$ cat config.mk
export PLATFORM = sky130hd
export DESIGN_NAME = snes_pocket_top
export DESIGN_NICKNAME = d
export VERILOG_FILES = /design/src/snes_pocket_pkg.sv /design/src/settings_if.sv /design/src/clock_mode_reset_ctrl.sv /design/src/host_settings_regs.sv /design/src/snes_pocket_top.sv /design/src/video_output_formatter.sv
export SDC_FILE = /design/constraint.sdc
export NUM_CORES = 1
export LEC_CHECK = 0
export ABC_CLOCK_PERIOD_IN_PS = 2850
export BUFFER_PORTS_ARGS = -buffer_cell sky130_fd_sc_hd__buf_2
export CORE_UTILIZATION = 30
export CTS_BUF_LIST = sky130_fd_sc_hd__clkbuf_8
export DETAILED_ROUTE_END_ITERATION = 8
export PLACE_DENSITY = 0.62
export RECOVER_POWER = 100
export SETUP_SLACK_MARGIN = 0.15
export SYNTH_ARGS = -nofsm -noshare
export SYNTH_HDL_FRONTEND = slang
export SYNTH_SLANG_ARGS = --single-unit
export TNS_END_PERCENT = 100
$ cat constraint.sdc
create_clock -name clk_74a -period 2.85 [get_ports clk_74a]
set_clock_uncertainty 0.2 [all_clocks]
set_input_delay 0.285 -clock clk_74a [delete_from_list [all_inputs] [get_ports clk_74a]]
set_output_delay 0.285 -clock clk_74a [all_outputs]
set_load 0.01 [all_outputs]
$ cat src/snes_pocket_pkg.sv
// Shared definitions for the console top-level glue.
// Holds the host register map, the PLL-management constants, the hold
// counts and the sequencer state type. Imported by the RTL modules.

package snes_pocket_pkg;

  typedef logic [31:0] bridge_addr_t;
  typedef logic [31:0] bridge_data_t;
  typedef logic [5:0]  cfg_addr_t;
  typedef logic [23:0] rgb_t;

  ////////////////////////////////////////////////////////////////////////////
  // host register map, one word per setting
  localparam bridge_addr_t reg_rom_size_addr   = 32'h0000_0004;
  localparam bridge_addr_t reg_rom_type_addr   = 32'h0000_0008;
  localparam bridge_addr_t reg_ram_size_addr   = 32'h0000_000C;
  localparam bridge_addr_t reg_pal_addr        = 32'h0000_0010;
  localparam bridge_addr_t reg_reset_addr      = 32'h0000_0050;
  localparam bridge_addr_t reg_multitap_addr   = 32'h0000_0100;
  localparam bridge_addr_t reg_lightgun_addr   = 32'h0000_0104;
  localparam bridge_addr_t reg_aim_speed_addr  = 32'h0000_0108;
  localparam bridge_addr_t reg_video_mode_addr = 32'h0000_0200;

  ////////////////////////////////////////////////////////////////////////////
  // hold counts in clk_74a cycles
  localparam int reset_hold_cycles     = 64;
  localparam int pll_reset_hold_cycles = 20;
  localparam int reset_hold_cnt_w      = $clog2(reset_hold_cycles);
  localparam int pll_hold_cnt_w        = $clog2(pll_reset_hold_cycles);

  // PLL reconfig registers
  localparam cfg_addr_t pll_mode_addr  = 6'd0;
  localparam cfg_addr_t pll_mif_addr   = 6'd31;
  localparam cfg_addr_t pll_start_addr = 6'd2;

  // end-of-line slot word
  localparam int slot_pal_bit    = 14;
  localparam int slot_aspect_bit = 13;

  typedef enum logic [2:0] {
    seq_idle,
    seq_mode,
    seq_mif,
    seq_start,
    seq_wait,
    seq_pll_reset
  } pll_seq_state_t;

endpackage

$ cat src/settings_if.sv
// Host settings as seen by the rest of the glue logic.
// The register file drives every field, the other blocks read theirs.

`timescale 1ns/1ps

interface settings_if;

  logic [3:0] rom_size;
  logic [7:0] rom_type;
  logic [3:0] ram_size;
  logic       pal;
  logic       use_4_3_video;
  logic       multitap_enabled;
  logic       lightgun_enabled;
  logic       lightgun_type;
  logic [7:0] lightgun_aim_speed;
  // single-cycle strobe, all others are levels
  logic       reset_request;

  modport regs (
    output rom_size, rom_type, ram_size, pal, use_4_3_video,
    output multitap_enabled, lightgun_enabled, lightgun_type, lightgun_aim_speed,
    output reset_request
  );

  modport ctrl (input pal, reset_request);

  modport video (input pal, use_4_3_video);

  modport core (
    input rom_size, rom_type, ram_size,
    input multitap_enabled, lightgun_enabled, lightgun_type, lightgun_aim_speed
  );

endinterface

$ cat src/clock_mode_reset_ctrl.sv
// PAL/NTSC clock-mode sequencer and core reset generation.
// A PAL change runs the PLL-management write sequence, waits for the
// reconfig to finish and pulses the PLL reset. The core reset covers host
// reset requests and every PLL transition.

`timescale 1ns/1ps

module clock_mode_reset_ctrl (
  input  logic                          clk_74a,
  input  logic                          pll_core_locked,
  settings_if.ctrl                      settings,
  input  logic                          cfg_waitrequest,
  output logic                          cfg_write,
  output snes_pocket_pkg::cfg_addr_t    cfg_address,
  output snes_pocket_pkg::bridge_data_t cfg_data,
  output logic                          pll_reset,
  output logic                          core_reset
);

  import snes_pocket_pkg::*;

  pll_seq_state_t              state;
  pll_seq_state_t              seq_next;
  cfg_addr_t                   seq_addr;
  logic                        gap;
  logic                        pal_meta;
  logic                        pal_sync;
  logic [pll_hold_cnt_w-1:0]   pll_cnt;
  logic [reset_hold_cnt_w-1:0] hold_cnt;

  // every management write carries data 0
  assign cfg_data = '0;

  // register and successor of each write state
  always_comb begin
    seq_addr = pll_mode_addr;
    seq_next = seq_mif;
    case (state)
      seq_mif: begin
        seq_addr = pll_mif_addr;
        seq_next = seq_start;
      end
      seq_start: begin
        seq_addr = pll_start_addr;
        seq_next = seq_wait;
      end
      default: ;
    endcase
  end

  ////////////////////////////////////////////////////////////////////////////
  // PLL reconfig sequencer
  always_ff @(posedge clk_74a or negedge pll_core_locked) begin
    if (!pll_core_locked) begin
      pal_meta    <= 1'b0;
      pal_sync    <= 1'b0;
      state       <= seq_idle;
      gap         <= 1'b0;
      cfg_write   <= 1'b0;
      cfg_address <= '0;
      pll_reset   <= 1'b0;
      pll_cnt     <= '0;
    end else begin
      pal_meta  <= settings.pal;
      pal_sync  <= pal_meta;
      cfg_write <= 1'b0;

      case (state)
        seq_mode, seq_mif, seq_start: begin
          // one write, then a gap cycle
          if (!gap) begin
            cfg_write   <= 1'b1;
            cfg_address <= seq_addr;
            gap         <= 1'b1;
          end else begin
            gap   <= 1'b0;
            state <= seq_next;
          end
        end
        seq_wait: begin
          if (!cfg_waitrequest) begin
            state     <= seq_pll_reset;
            pll_reset <= 1'b1;
            pll_cnt   <= pll_hold_cnt_w'(pll_reset_hold_cycles - 1);
          end
        end
        seq_pll_reset: begin
          if (pll_cnt == '0) begin
            state     <= seq_idle;
            pll_reset <= 1'b0;
          end else begin
            pll_cnt <= pll_cnt - 1'b1;
          end
        end
        default: ;
      endcase

      // a new PAL change restarts the sequence from the top
      if (pal_sync != pal_meta) begin
        state     <= seq_mode;
        gap       <= 1'b0;
        pll_reset <= 1'b0;
      end
    end
  end

  ////////////////////////////////////////////////////////////////////////////
  // core reset
  always_ff @(posedge clk_74a or negedge pll_core_locked) begin
    if (!pll_core_locked) begin
      hold_cnt   <= '0;
      core_reset <= 1'b1;
    end else begin
      if (settings.reset_request) begin
        hold_cnt <= reset_hold_cnt_w'(reset_hold_cycles - 1);
      end else if (hold_cnt != '0) begin
        hold_cnt <= hold_cnt - 1'b1;
      end
      // request cycle counts as the first hold cycle
      core_reset <= settings.reset_request || (hold_cnt != '0) ||
                    (state != seq_idle) || cfg_waitrequest || cfg_write;
    end
  end

endmodule

$ cat src/host_settings_regs.sv
// Host bridge setting registers.
// Decodes bridge writes into the cartridge, input and video settings
// and turns a write to the reset register into a one-cycle request.

`timescale 1ns/1ps

module host_settings_regs (
  input  logic                          clk_74a,
  input  logic                          pll_core_locked,
  input  logic                          bridge_wr,
  input  snes_pocket_pkg::bridge_addr_t bridge_addr,
  input  snes_pocket_pkg::bridge_data_t bridge_wr_data,
  settings_if.regs                      settings
);

  import snes_pocket_pkg::*;

  always_ff @(posedge clk_74a or negedge pll_core_locked) begin
    if (!pll_core_locked) begin
      settings.rom_size           <= '0;
      settings.rom_type           <= '0;
      settings.ram_size           <= '0;
      settings.pal                <= 1'b0;
      settings.use_4_3_video      <= 1'b0;
      settings.multitap_enabled   <= 1'b0;
      settings.lightgun_enabled   <= 1'b0;
      settings.lightgun_type      <= 1'b0;
      settings.lightgun_aim_speed <= '0;
      settings.reset_request      <= 1'b0;
    end else begin
      settings.reset_request <= bridge_wr && (bridge_addr == reg_reset_addr);

      if (bridge_wr) begin
        case (bridge_addr)
          reg_rom_size_addr:  settings.rom_size <= bridge_wr_data[3:0];
          reg_rom_type_addr:  settings.rom_type <= bridge_wr_data[7:0];
          reg_ram_size_addr:  settings.ram_size <= bridge_wr_data[3:0];
          reg_pal_addr:       settings.pal      <= bridge_wr_data[0];
          reg_multitap_addr:  settings.multitap_enabled <= bridge_wr_data[0];
          reg_lightgun_addr: begin
            // enable and gun type share one word
            settings.lightgun_enabled <= bridge_wr_data[0];
            settings.lightgun_type    <= bridge_wr_data[1];
          end
          reg_aim_speed_addr: settings.lightgun_aim_speed <= bridge_wr_data[7:0];
          reg_video_mode_addr: settings.use_4_3_video <= bridge_wr_data[0];
          // unmapped, and the reset strobe above
          default: ;
        endcase
      end
    end
  end

endmodule

$ cat src/snes_pocket_top.sv
// Host-controlled glue around the console core.
// Joins the settings register file, the clock-mode/reset sequencer and the
// video output stage. Everything runs on clk_74a.

`timescale 1ns/1ps

module snes_pocket_top (
  input  logic                          clk_74a,
  input  logic                          pll_core_locked,

  // host bridge
  input  logic                          bridge_wr,
  input  snes_pocket_pkg::bridge_addr_t bridge_addr,
  input  snes_pocket_pkg::bridge_data_t bridge_wr_data,

  // PLL management
  input  logic                          cfg_waitrequest,
  output logic                          cfg_write,
  output snes_pocket_pkg::cfg_addr_t    cfg_address,
  output snes_pocket_pkg::bridge_data_t cfg_data,
  output logic                          pll_reset,
  output logic                          core_reset,

  // settings toward the core
  output logic [3:0]                    rom_size,
  output logic [7:0]                    rom_type,
  output logic [3:0]                    ram_size,
  output logic                          multitap_enabled,
  output logic                          lightgun_enabled,
  output logic                          lightgun_type,
  output logic [7:0]                    lightgun_aim_speed,

  // video from the core and toward the scaler
  input  logic                          h_blank,
  input  logic                          v_blank,
  input  logic                          core_hs,
  input  logic                          core_vs,
  input  snes_pocket_pkg::rgb_t         core_rgb,
  output snes_pocket_pkg::rgb_t         video_rgb,
  output logic                          video_de,
  output logic                          video_hs,
  output logic                          video_vs
);

  settings_if settings_bus ();

  host_settings_regs i_regs (
    .clk_74a        (clk_74a),
    .pll_core_locked(pll_core_locked),
    .bridge_wr      (bridge_wr),
    .bridge_addr    (bridge_addr),
    .bridge_wr_data (bridge_wr_data),
    .settings       (settings_bus.regs)
  );

  clock_mode_reset_ctrl i_ctrl (
    .clk_74a        (clk_74a),
    .pll_core_locked(pll_core_locked),
    .settings       (settings_bus.ctrl),
    .cfg_waitrequest(cfg_waitrequest),
    .cfg_write      (cfg_write),
    .cfg_address    (cfg_address),
    .cfg_data       (cfg_data),
    .pll_reset      (pll_reset),
    .core_reset     (core_reset)
  );

  video_output_formatter i_video (
    .clk_74a        (clk_74a),
    .pll_core_locked(pll_core_locked),
    .settings       (settings_bus.video),
    .h_blank        (h_blank),
    .v_blank        (v_blank),
    .core_hs        (core_hs),
    .core_vs        (core_vs),
    .core_rgb       (core_rgb),
    .video_rgb      (video_rgb),
    .video_de       (video_de),
    .video_hs       (video_hs),
    .video_vs       (video_vs)
  );

  // cartridge and input settings go straight out to the core
  assign rom_size           = settings_bus.rom_size;
  assign rom_type           = settings_bus.rom_type;
  assign ram_size           = settings_bus.ram_size;
  assign multitap_enabled   = settings_bus.multitap_enabled;
  assign lightgun_enabled   = settings_bus.lightgun_enabled;
  assign lightgun_type      = settings_bus.lightgun_type;
  assign lightgun_aim_speed = settings_bus.lightgun_aim_speed;

endmodule

$ cat src/video_output_formatter.sv
// Video output stage toward the scaler.
// Registers data-enable and pixels, turns core sync levels into one-cycle
// pulses and places the slot word on the first blank cycle of each line.

`timescale 1ns/1ps

module video_output_formatter (
  input  logic                  clk_74a,
  input  logic                  pll_core_locked,
  settings_if.video             settings,
  input  logic                  h_blank,
  input  logic                  v_blank,
  input  logic                  core_hs,
  input  logic                  core_vs,
  input  snes_pocket_pkg::rgb_t core_rgb,
  output snes_pocket_pkg::rgb_t video_rgb,
  output logic                  video_de,
  output logic                  video_hs,
  output logic                  video_vs
);

  import snes_pocket_pkg::*;

  logic de;
  logic de_prev;
  logic hs_prev;
  logic vs_prev;
  rgb_t slot_rgb;

  assign de = ~(h_blank | v_blank);

  // end-of-line word, carries the video mode to the scaler
  always_comb begin
    slot_rgb                  = '0;
    slot_rgb[slot_pal_bit]    = settings.pal;
    slot_rgb[slot_aspect_bit] = settings.use_4_3_video;
  end

  always_ff @(posedge clk_74a or negedge pll_core_locked) begin
    if (!pll_core_locked) begin
      video_rgb <= '0;
      video_de  <= 1'b0;
      video_hs  <= 1'b0;
      video_vs  <= 1'b0;
      de_prev   <= 1'b0;
      hs_prev   <= 1'b0;
      vs_prev   <= 1'b0;
    end else begin
      video_de <= de;
      if (de) begin
        video_rgb <= core_rgb;
      end else if (de_prev) begin
        // last cycle held the final pixel of the line
        video_rgb <= slot_rgb;
      end else begin
        video_rgb <= '0;
      end

      // rising edges only
      video_hs <= core_hs & ~hs_prev;
      video_vs <= core_vs & ~vs_prev;
      de_prev  <= de;
      hs_prev  <= core_hs;
      vs_prev  <= core_vs;
    end
  end

endmodule
==> results of run 1 <==
metrics by stage:
stage	area, um^2	utilization [%]	setup slack (ps)	std cells
2_1_floorplan	3704	-	633.9	337
5_1_grt	4663	40.49	455.9	617
4_1_cts	4766	41.38	726.2	617
3_5_place_dp	4252	36.92	346.5	570
3_3_place_gp	4252	36.92	412.5	570
6_report	4663	40.49	614.9	617
registers in the layout (all words and copies together) (netlist names), 3 cells and up:
| register | cells |
|---|---|
| i_regs.settings.rom_size | 4 |
| i_regs.settings.ram_size | 4 |
| i_video.video_rgb | 24 |
| i_ctrl.state | 3 |
| i_regs.settings.rom_type | 8 |
| i_regs.settings.lightgun_aim_speed | 8 |
| i_ctrl.pll_cnt | 5 |
| i_ctrl.hold_cnt | 6 |
Yosys cell counts, types with 4 or more instances:
cell      count  area share, %
nand3_1      10            1.4
o21ai_0      13            1.8
and2_1       23            4.0
xor2_1        4           0.98
clkbuf_1      6           0.63
buf_4        36            7.5
mux2_2       29            9.1
nor4_1        5           0.87
nor2_1       14            1.5
dfrtp_1      80             56
nand2_1      11            1.2
nor4b_1       4           0.98
inv_1         8           0.84
a21oi_1      11            1.5
nor3_1        8            1.1
routing by layer:
layer,global-route usage [%],part of all wire [%]
met3,3.390,5.9
met4,7.297,2.4
met1,15.33,42
met2,22.08,50
met5,0,0
layout by cell type, fill, tap and decap left out, types with 2 or more instances in the layout:
cell,instances
dfrtp_1,80
nand2_1,11
buf_2,68
nor2b_1,2
or2_2,2
clkbuf_1,66
or3_1,3
nand2b_1,3
clkbuf_8,10
nor4b_1,4
a31oi_1,2
ha_1,3
xor2_1,4
inv_1,9
nor2_1,14
nor4_1,6
a21oi_1,11
and3_1,2
or4_1,3
mux2_2,29
and2_0,15
o21ai_0,13
and2_1,8
nand3_1,10
conb_1,33
dlygate4sd3_1,32
nor3_1,8
cell type report:
cell class / count / area share (%)
clock buffers: 10 / 2.951
clock inverters: 5 / 1.207
inverters: 8 / 0.6439
multi-input cells: 203 / 28.23
flip-flops and latches: 81 / 43.49
well taps: 143 / 3.837
repair buffers: 167 / 19.64
timing repair:
action | CTS | global route
hold buffers | 32 | 0
endpoints found under the hold margin | 119 | 0
resized for setup | 0 | 0
logic make-up after synthesis:
group           Yosys count
simple gates            104
flops                    81
buf+inv                  53
compound gates           29
mux                      29
xor+xnor                  5
fa+ha+maj                 3
other cells               1
path summary, 6_finish.rpt:
path | from | endpoint | slack (ps) | cells after the start
setup / recovery | bridge_addr[18] | i_regs.settings.rom_type[4] | 610 | 6
hold / removal | bridge_wr_data[2] | i_regs.settings.lightgun_aim_speed[2] | 30 | 2
setup reg to reg | i_ctrl.pll_cnt[0] | i_ctrl.pll_cnt[1] | 730 | 6
hold reg to reg | i_video.hs_prev | i_video.video_hs | 190 | 1
max in group asynchronous | pll_core_locked | i_video.video_rgb[2] | 1370 | 2
min in group asynchronous | pll_core_locked | i_regs.settings.lightgun_aim_speed[4] | 440 | 2
where the power goes:
group	total (mW)	internal, mW	leakage, nW	switching [mW]
sequential	1.34	1.24	1.08	0.102
combinational	0.464	0.208	1.11	0.256
clock	0.831	0.424	0.104	0.408
total	2.63	1.87	2.29	0.765
worst register-to-register path, cell delays in order, from the launching register on:
cell     delay, ps
dfrtp_1        410
inv_1           70
ha_1           180
or4b_2         650
and2_0         240
nor3_1         200
a21oi_1         60
==> summary.txt, run 1 <==
Timing
  • RSZ-0062 raised after global routing: false
  • Setup Viol. Count Final: 0
  • Crit path time final: 2235 ps
  • Crit share post-route: 78.42%
  • Total negative slack: 0 ps
  • Pins Over Slew Limit: 0
  • Hold slack: approximately 25 ps
  • Rel. slew slack: 32.88%
  • Final number of hold-violating endpoints: 0
  • Fmax: 447.4 MHz
  • Least-Margin Pin Slew: about 1000 ps

Setup path
  • CP endpoint kind: flip-flop
  • Critical path class: primary input to flip-flop
  • Critical path arrival: 2270 ps
  • Buf+Inv Stages, Crit Path: 2
  • Slowest stage delay, CP: 510 ps
  • Worst Path Max Fanout: 8
  • Critical-path top delay cell: or4_4
  • Crit-path cells: buf_2 > or4_4 > nor4_1 > clkbuf_1 > nand3_2 > mux2_2
  • CP Launch Type: primary input
  • Delay-heaviest family, CP: simple AND/OR/NAND/NOR gates
  • WP data required: 2880 ps

Die
  • Die X: around 110 um
  • Die H: 111.3 um
  • Initial Util: 31.12%
  • I/O pin cnt: 191
  • Die ar.: 12390 um^2
  • Core area: around 12000 um^2
  • Std-Cell Rows: 39

Placed design
  • Placer Congestion: 0.7789
  • IO Port Bufs: 133
  • Hpwl dp: 5246 um

Routing
  • WL final: between 7000 and 8000 um
  • Via count: 2734
  • Routed wire length per instance: 12.28 um
  • DR iter-0 viols: 94
  • Antenna-violating nets left: 0
  • Post-DR vias/cell: 4.431
  • Drt pass-1 iters: 7
  • Drt drc: 20

Synthesis
  • FF+latch count, synth: 81
  • Synth Area in Compound Gates: under 10%
  • Post-Synth XOR/XNOR Area: 1.222%
  • Syn. warnings: 0
  • Sequential share of the synthesized area: 56.60%
  • Top FF cell, synth: dfrtp_1
  • Post-synth EDFFs: 0
  • Netlist cell types: 45
  • Simple-gate area share of the yosys netlist: 17.95%
  • Area share of fa/ha/maj cells after synthesis: 1.047%
  • Synth async-reset ratio: 100.0%
  • Post-Syn Area: 3583 um^2
  • Post-synthesis mux area share: 9.113%
  • Mean Syn Cell Area: 11.75 um^2
  • Mapped Cells: between 300 and 400
  • Largest family of logic cells by synthesized area: simple AND/OR/NAND/NOR gates

CTS
  • Worst-Skew Late Latency: between 300 and 400 ps
  • H-Tree Depth: 3
  • Max Buffers Root-to-Sink: 2
  • CTS buffer count: 9
  • TritonCTS Sinks: 81
  • Root buffer cell: clkbuf_8
  • CTS clk-pin slew, worst paths: 80 ps
  • TritonCTS clock tree: yes
  • Post-CTS Setup Inserts: 0

Finish
  • Area of the multi-input gates: 1316 um^2
  • Fin nets: 569
  • Register area: between 2000 and 2500 um^2
  • # fillers: 1127
  • Share of cells above drive strength 1: between 20% and 30%
  • N_diodes: 0
  • Synthesis-to-layout area growth: 30.13%

Pwr
  • Pwr dens: 564.9 nW/um^2
  • Worst vdd ir: 0.0002390 V
  • Leakage: 2.288 nW
  • Overall power: 2.634 mW

GRT
  • Vias in the first global route: 2709
  • Total GRT Usage: 13.16%
  • GRT overflow: 0
  • First-pass GRT wire length: 12660 um
  • Largest net degree at the start of global routing: slightly above 80
  • Initial antenna violation count: 0

Run
  • Max Cap Viol: 0

Run status
  • Failing checks: design-rule violations
  • Status: finished with violations

Min path
  • Worst hold path type: primary input to flip-flop
Note: power is estimated with default switching activity, not from simulation.
==> inputs of run 2 (changes only) <==
--- a/config.mk
+++ b/config.mk
@@ -5,12 +5,13 @@
 export SDC_FILE = /design/constraint.sdc
 export NUM_CORES = 1
 export LEC_CHECK = 0
-export ABC_CLOCK_PERIOD_IN_PS = 2850
+export ABC_AREA = 1
+export ABC_CLOCK_PERIOD_IN_PS = 2170
 export BUFFER_PORTS_ARGS = -buffer_cell sky130_fd_sc_hd__buf_2
 export CORE_UTILIZATION = 30
 export CTS_BUF_LIST = sky130_fd_sc_hd__clkbuf_8
 export DETAILED_ROUTE_END_ITERATION = 8
-export PLACE_DENSITY = 0.62
+export PLACE_DENSITY = 0.6
 export RECOVER_POWER = 100
 export SETUP_SLACK_MARGIN = 0.15
 export SYNTH_ARGS = -nofsm -noshare
==> constraint.sdc (replaced) <==
create_clock -name clk_74a -period 2.17 [get_ports clk_74a]
set_clock_uncertainty 0.2 [all_clocks]
set_input_delay 0.217 -clock clk_74a [delete_from_list [all_inputs] [get_ports clk_74a]]
set_output_delay 0.217 -clock clk_74a [all_outputs]
set_load 0.01 [all_outputs]
==> summary.txt, run 2 <==
Timing
  • Rel. slew slack: 33.15%
  • Total negative slack: 0 ps
  • Crit path time final: 1758 ps
  • Setup Viol. Count Final: 0
  • Fmax: 568.7 MHz
  • Pins Over Slew Limit: 0
  • Hold slack: about 120 ps
  • RSZ-0062 raised after global routing: false
  • Crit share post-route: 81.03%
  • Final number of hold-violating endpoints: 0
  • Least-Margin Pin Slew: 1003 ps

Placed design
  • Hpwl dp: between 6000 and 7000 um
  • Placer Congestion: 0.7797
  • IO Port Bufs: 133
  • Inst Count DP: 809

Synthesis
  • Mean Syn Cell Area: slightly above 8 um^2
  • Synth async-reset ratio: 100.0%
  • Mapped Cells: 509
  • FF+latch count, synth: slightly above 80
  • Netlist cell types: 33
  • Cell taking the most area after synthesis: dfrtp_1
  • Syn. warnings: 0
  • Post-Syn Area: around 4100 um^2
  • Most frequent cell after synthesis: nand2_1
  • Synth top area share: 48.47%
  • Post-synth EDFFs: 0
  • Synth area leaders: dfrtp_1 (48%), nand2_1 (11%), buf_4 (6.7%), nand3_1 (6.7%), nor2_1 (6.5%)
  • Sequential share of the synthesized area: 49.11%
  • Synth top cells by count: nand2_1 (123), dfrtp_1 (80), nor2_1 (71), inv_1 (62), nand3_1 (55)
  • Top FF cell, synth: dfrtp_1

Setup path
  • Delay-heaviest family, CP: simple AND/OR/NAND/NOR gates
  • Critical Path Stages: 9
  • R2r startpoint: i_ctrl.state[0]
  • CP endpoint kind: flip-flop
  • Register-to-Register Path Depth: 6
  • Reg2reg setup slack: around 520 ps
  • Crit-path cells: dlygate4sd3_1 > clkbuf_1 > nor2_1 > nand2_1 > nor2_1 > nand2_1 > nor2_1 > nand3_1 > nand2_1
  • Critical path class: primary input to flip-flop
  • Slowest stage delay, CP: 530 ps
  • WP data required: 2260 ps
  • Start point of the critical path: bridge_addr[6]
  • Critical-path top delay cell: dlygate4sd3_1
  • Critical path arrival: ~1900 ps
  • Worst Path Max Fanout: 4
  • Buf+Inv Stages, Crit Path: 2
  • CP Launch Type: primary input

GRT
  • Initial antenna violation count: 0
  • GRT overflow: 0
  • Total GRT Usage: 14.39%
  • First-pass GRT wire length: between 15000 and 20000 um
  • Vias in the first global route: 3554
  • Largest net degree at the start of global routing: 43

Die
  • I/O pin cnt: 191
  • Std-Cell Rows: 42
  • Die X: 119.3 um
  • Core area: 13350 um^2
  • Die H: 119.3 um
  • Initial Util: a little under a third
  • Die ar.: 14240 um^2

Routing
  • Post-DR vias/cell: about 4.1
  • Drt pass-1 iters: 4
  • Via count: 3589
  • Antenna-violating nets left: 0
  • Drt drc: 0
  • Routed wire length per instance: 11.03 um
  • WL final: 9572 um
  • DR iter-0 viols: 96

Finish
  • N_diodes: 0
  • Commonest cells after routing, fill and taps aside: nand2_1 (127), dfrtp_1 (80), nor2_1 (76)
  • Synthesis-to-layout area growth: 29.81%
  • Share of cells above drive strength 1: 15.46%
  • Top Registers: i_video.video_rgb: 24 flops, i_regs.settings.lightgun_aim_speed: 8 flops, i_regs.settings.rom_type: 8 flops
  • Fin nets: 786
  • Top reg by flops: i_video.video_rgb
  • Final cell count without fillers: about 870
  • Largest register FFs: 24
  • Commonest non-fill, non-tap cell in the layout: nand2_1
  • # fillers: 1441

Min path
  • Worst hold path type: primary input to flip-flop
  • Hold Crit Depth: 7
  • Worst hold start: bridge_addr[9]

CTS
  • CTS clk-pin slew, worst paths: 70 ps
  • Cts repair resizes: 0
  • H-Tree Depth: 3
  • Max Buffers Root-to-Sink: 2
  • Worst-Skew Late Latency: 350 ps
  • CTS buffer count: 9
  • CTS Hold Bufs: 43
  • Post-CTS Setup Inserts: 0
  • TritonCTS clock tree: yes
  • TritonCTS Sinks: 81
  • Root buffer cell: clkbuf_8

Run
  • Max Cap Viol: 0

Run status
  • Status: finished, final reports clean

Pwr
  • Leakage: 2.843 nW
  • Worst vdd ir: about 0.00034 V
  • Pwr dens: 544.2 nW/um^2
==> run 2: changes by cell type after synthesis, moves of 9 or more <==
cell	before	now
nand2_1	11	123
nand3_1	10	55
inv_1	8	62
and2_1	23	0
nor2_1	14	71
nand2_2	0	9
mux2_2	29	0
nor2_2	0	9
==> run 2: through the flow <==
| stage | setup WS, ps | area (um^2) | power (mW) | util, % |
|---|---|---|---|---|
| floorplan | 736.5 | 4250 | 1.730 | - |
| global placement | 582.6 | 4861 | 1.830 | 36.42 |
| detailed placement | 573.2 | 4861 | 1.832 | 36.42 |
| CTS | 460.6 | 5483 | 2.982 | 41.08 |
| global route | 218.8 | 5361 | 3.067 | 40.17 |
| finish | 411.7 | 5361 | 2.918 | 40.17 |
==> run 2: final cells by class <==
class / count / area [um^2] / share of cell area, %
Timing Repair Buffer: 178 / 1042 / 19.44
Tap cell: 176 / 220.2 / 4.107
Sequential cell: 81 / 2028 / 37.83
Multi-Input combinational cell: 350 / 1615 / 30.13
Inverter: 67 / 264.0 / 4.924
Clock buffer: 10 / 137.6 / 2.567
Clock inverter: 6 / 53.80 / 1.004
==> run 2: worst paths after layout <==
path / end
worst max-delay path: i_regs.settings.rom_size[3]
worst min-delay path: i_regs.settings.use_4_3_video
worst max register to register: i_ctrl.pll_cnt[1]
worst min register to register: i_video.video_hs
max in group asynchronous: i_regs.settings.rom_type[7]
min in group asynchronous: i_ctrl.hold_cnt[5]
==> run 2: logic make-up after synthesis <==
logic type	synth area share, %
AND/OR/NAND/NOR	32.17
buffers and inverters	13.78
flip-flops	49.11
AO/OA/AOI/OAI	3.514
adder cells (fa/ha/maj)	0.9089
XOR/XNOR	0.4242
other	0.09079
==> run 2: power breakdown <==
part	total, mW	switching (mW)	internal, mW
clock network	1.07	0.518	0.549
registers	1.54	0.00701	1.53
logic	0.310	0.179	0.131
==> run 2: worst reg2reg max path: cells and delay by family (launching register included) <==
kind	cells	cell delay, ps
and+or+nand+nor	4	760
DFF	1	410
AOI/OAI and AO/OA	1	140
buffers and inverters	1	60
==> run 2: metal layers <==
metal	up-vias	share of wire [%]	wire, um	track usage [%]
li1	1848	-	-	-
met2	86	49	4656	24.53
met3	16	5.0	481	4.454
met4	0	2.5	235	5.781
met5	-	0	0	0
met1	1639	44	4199	16.75
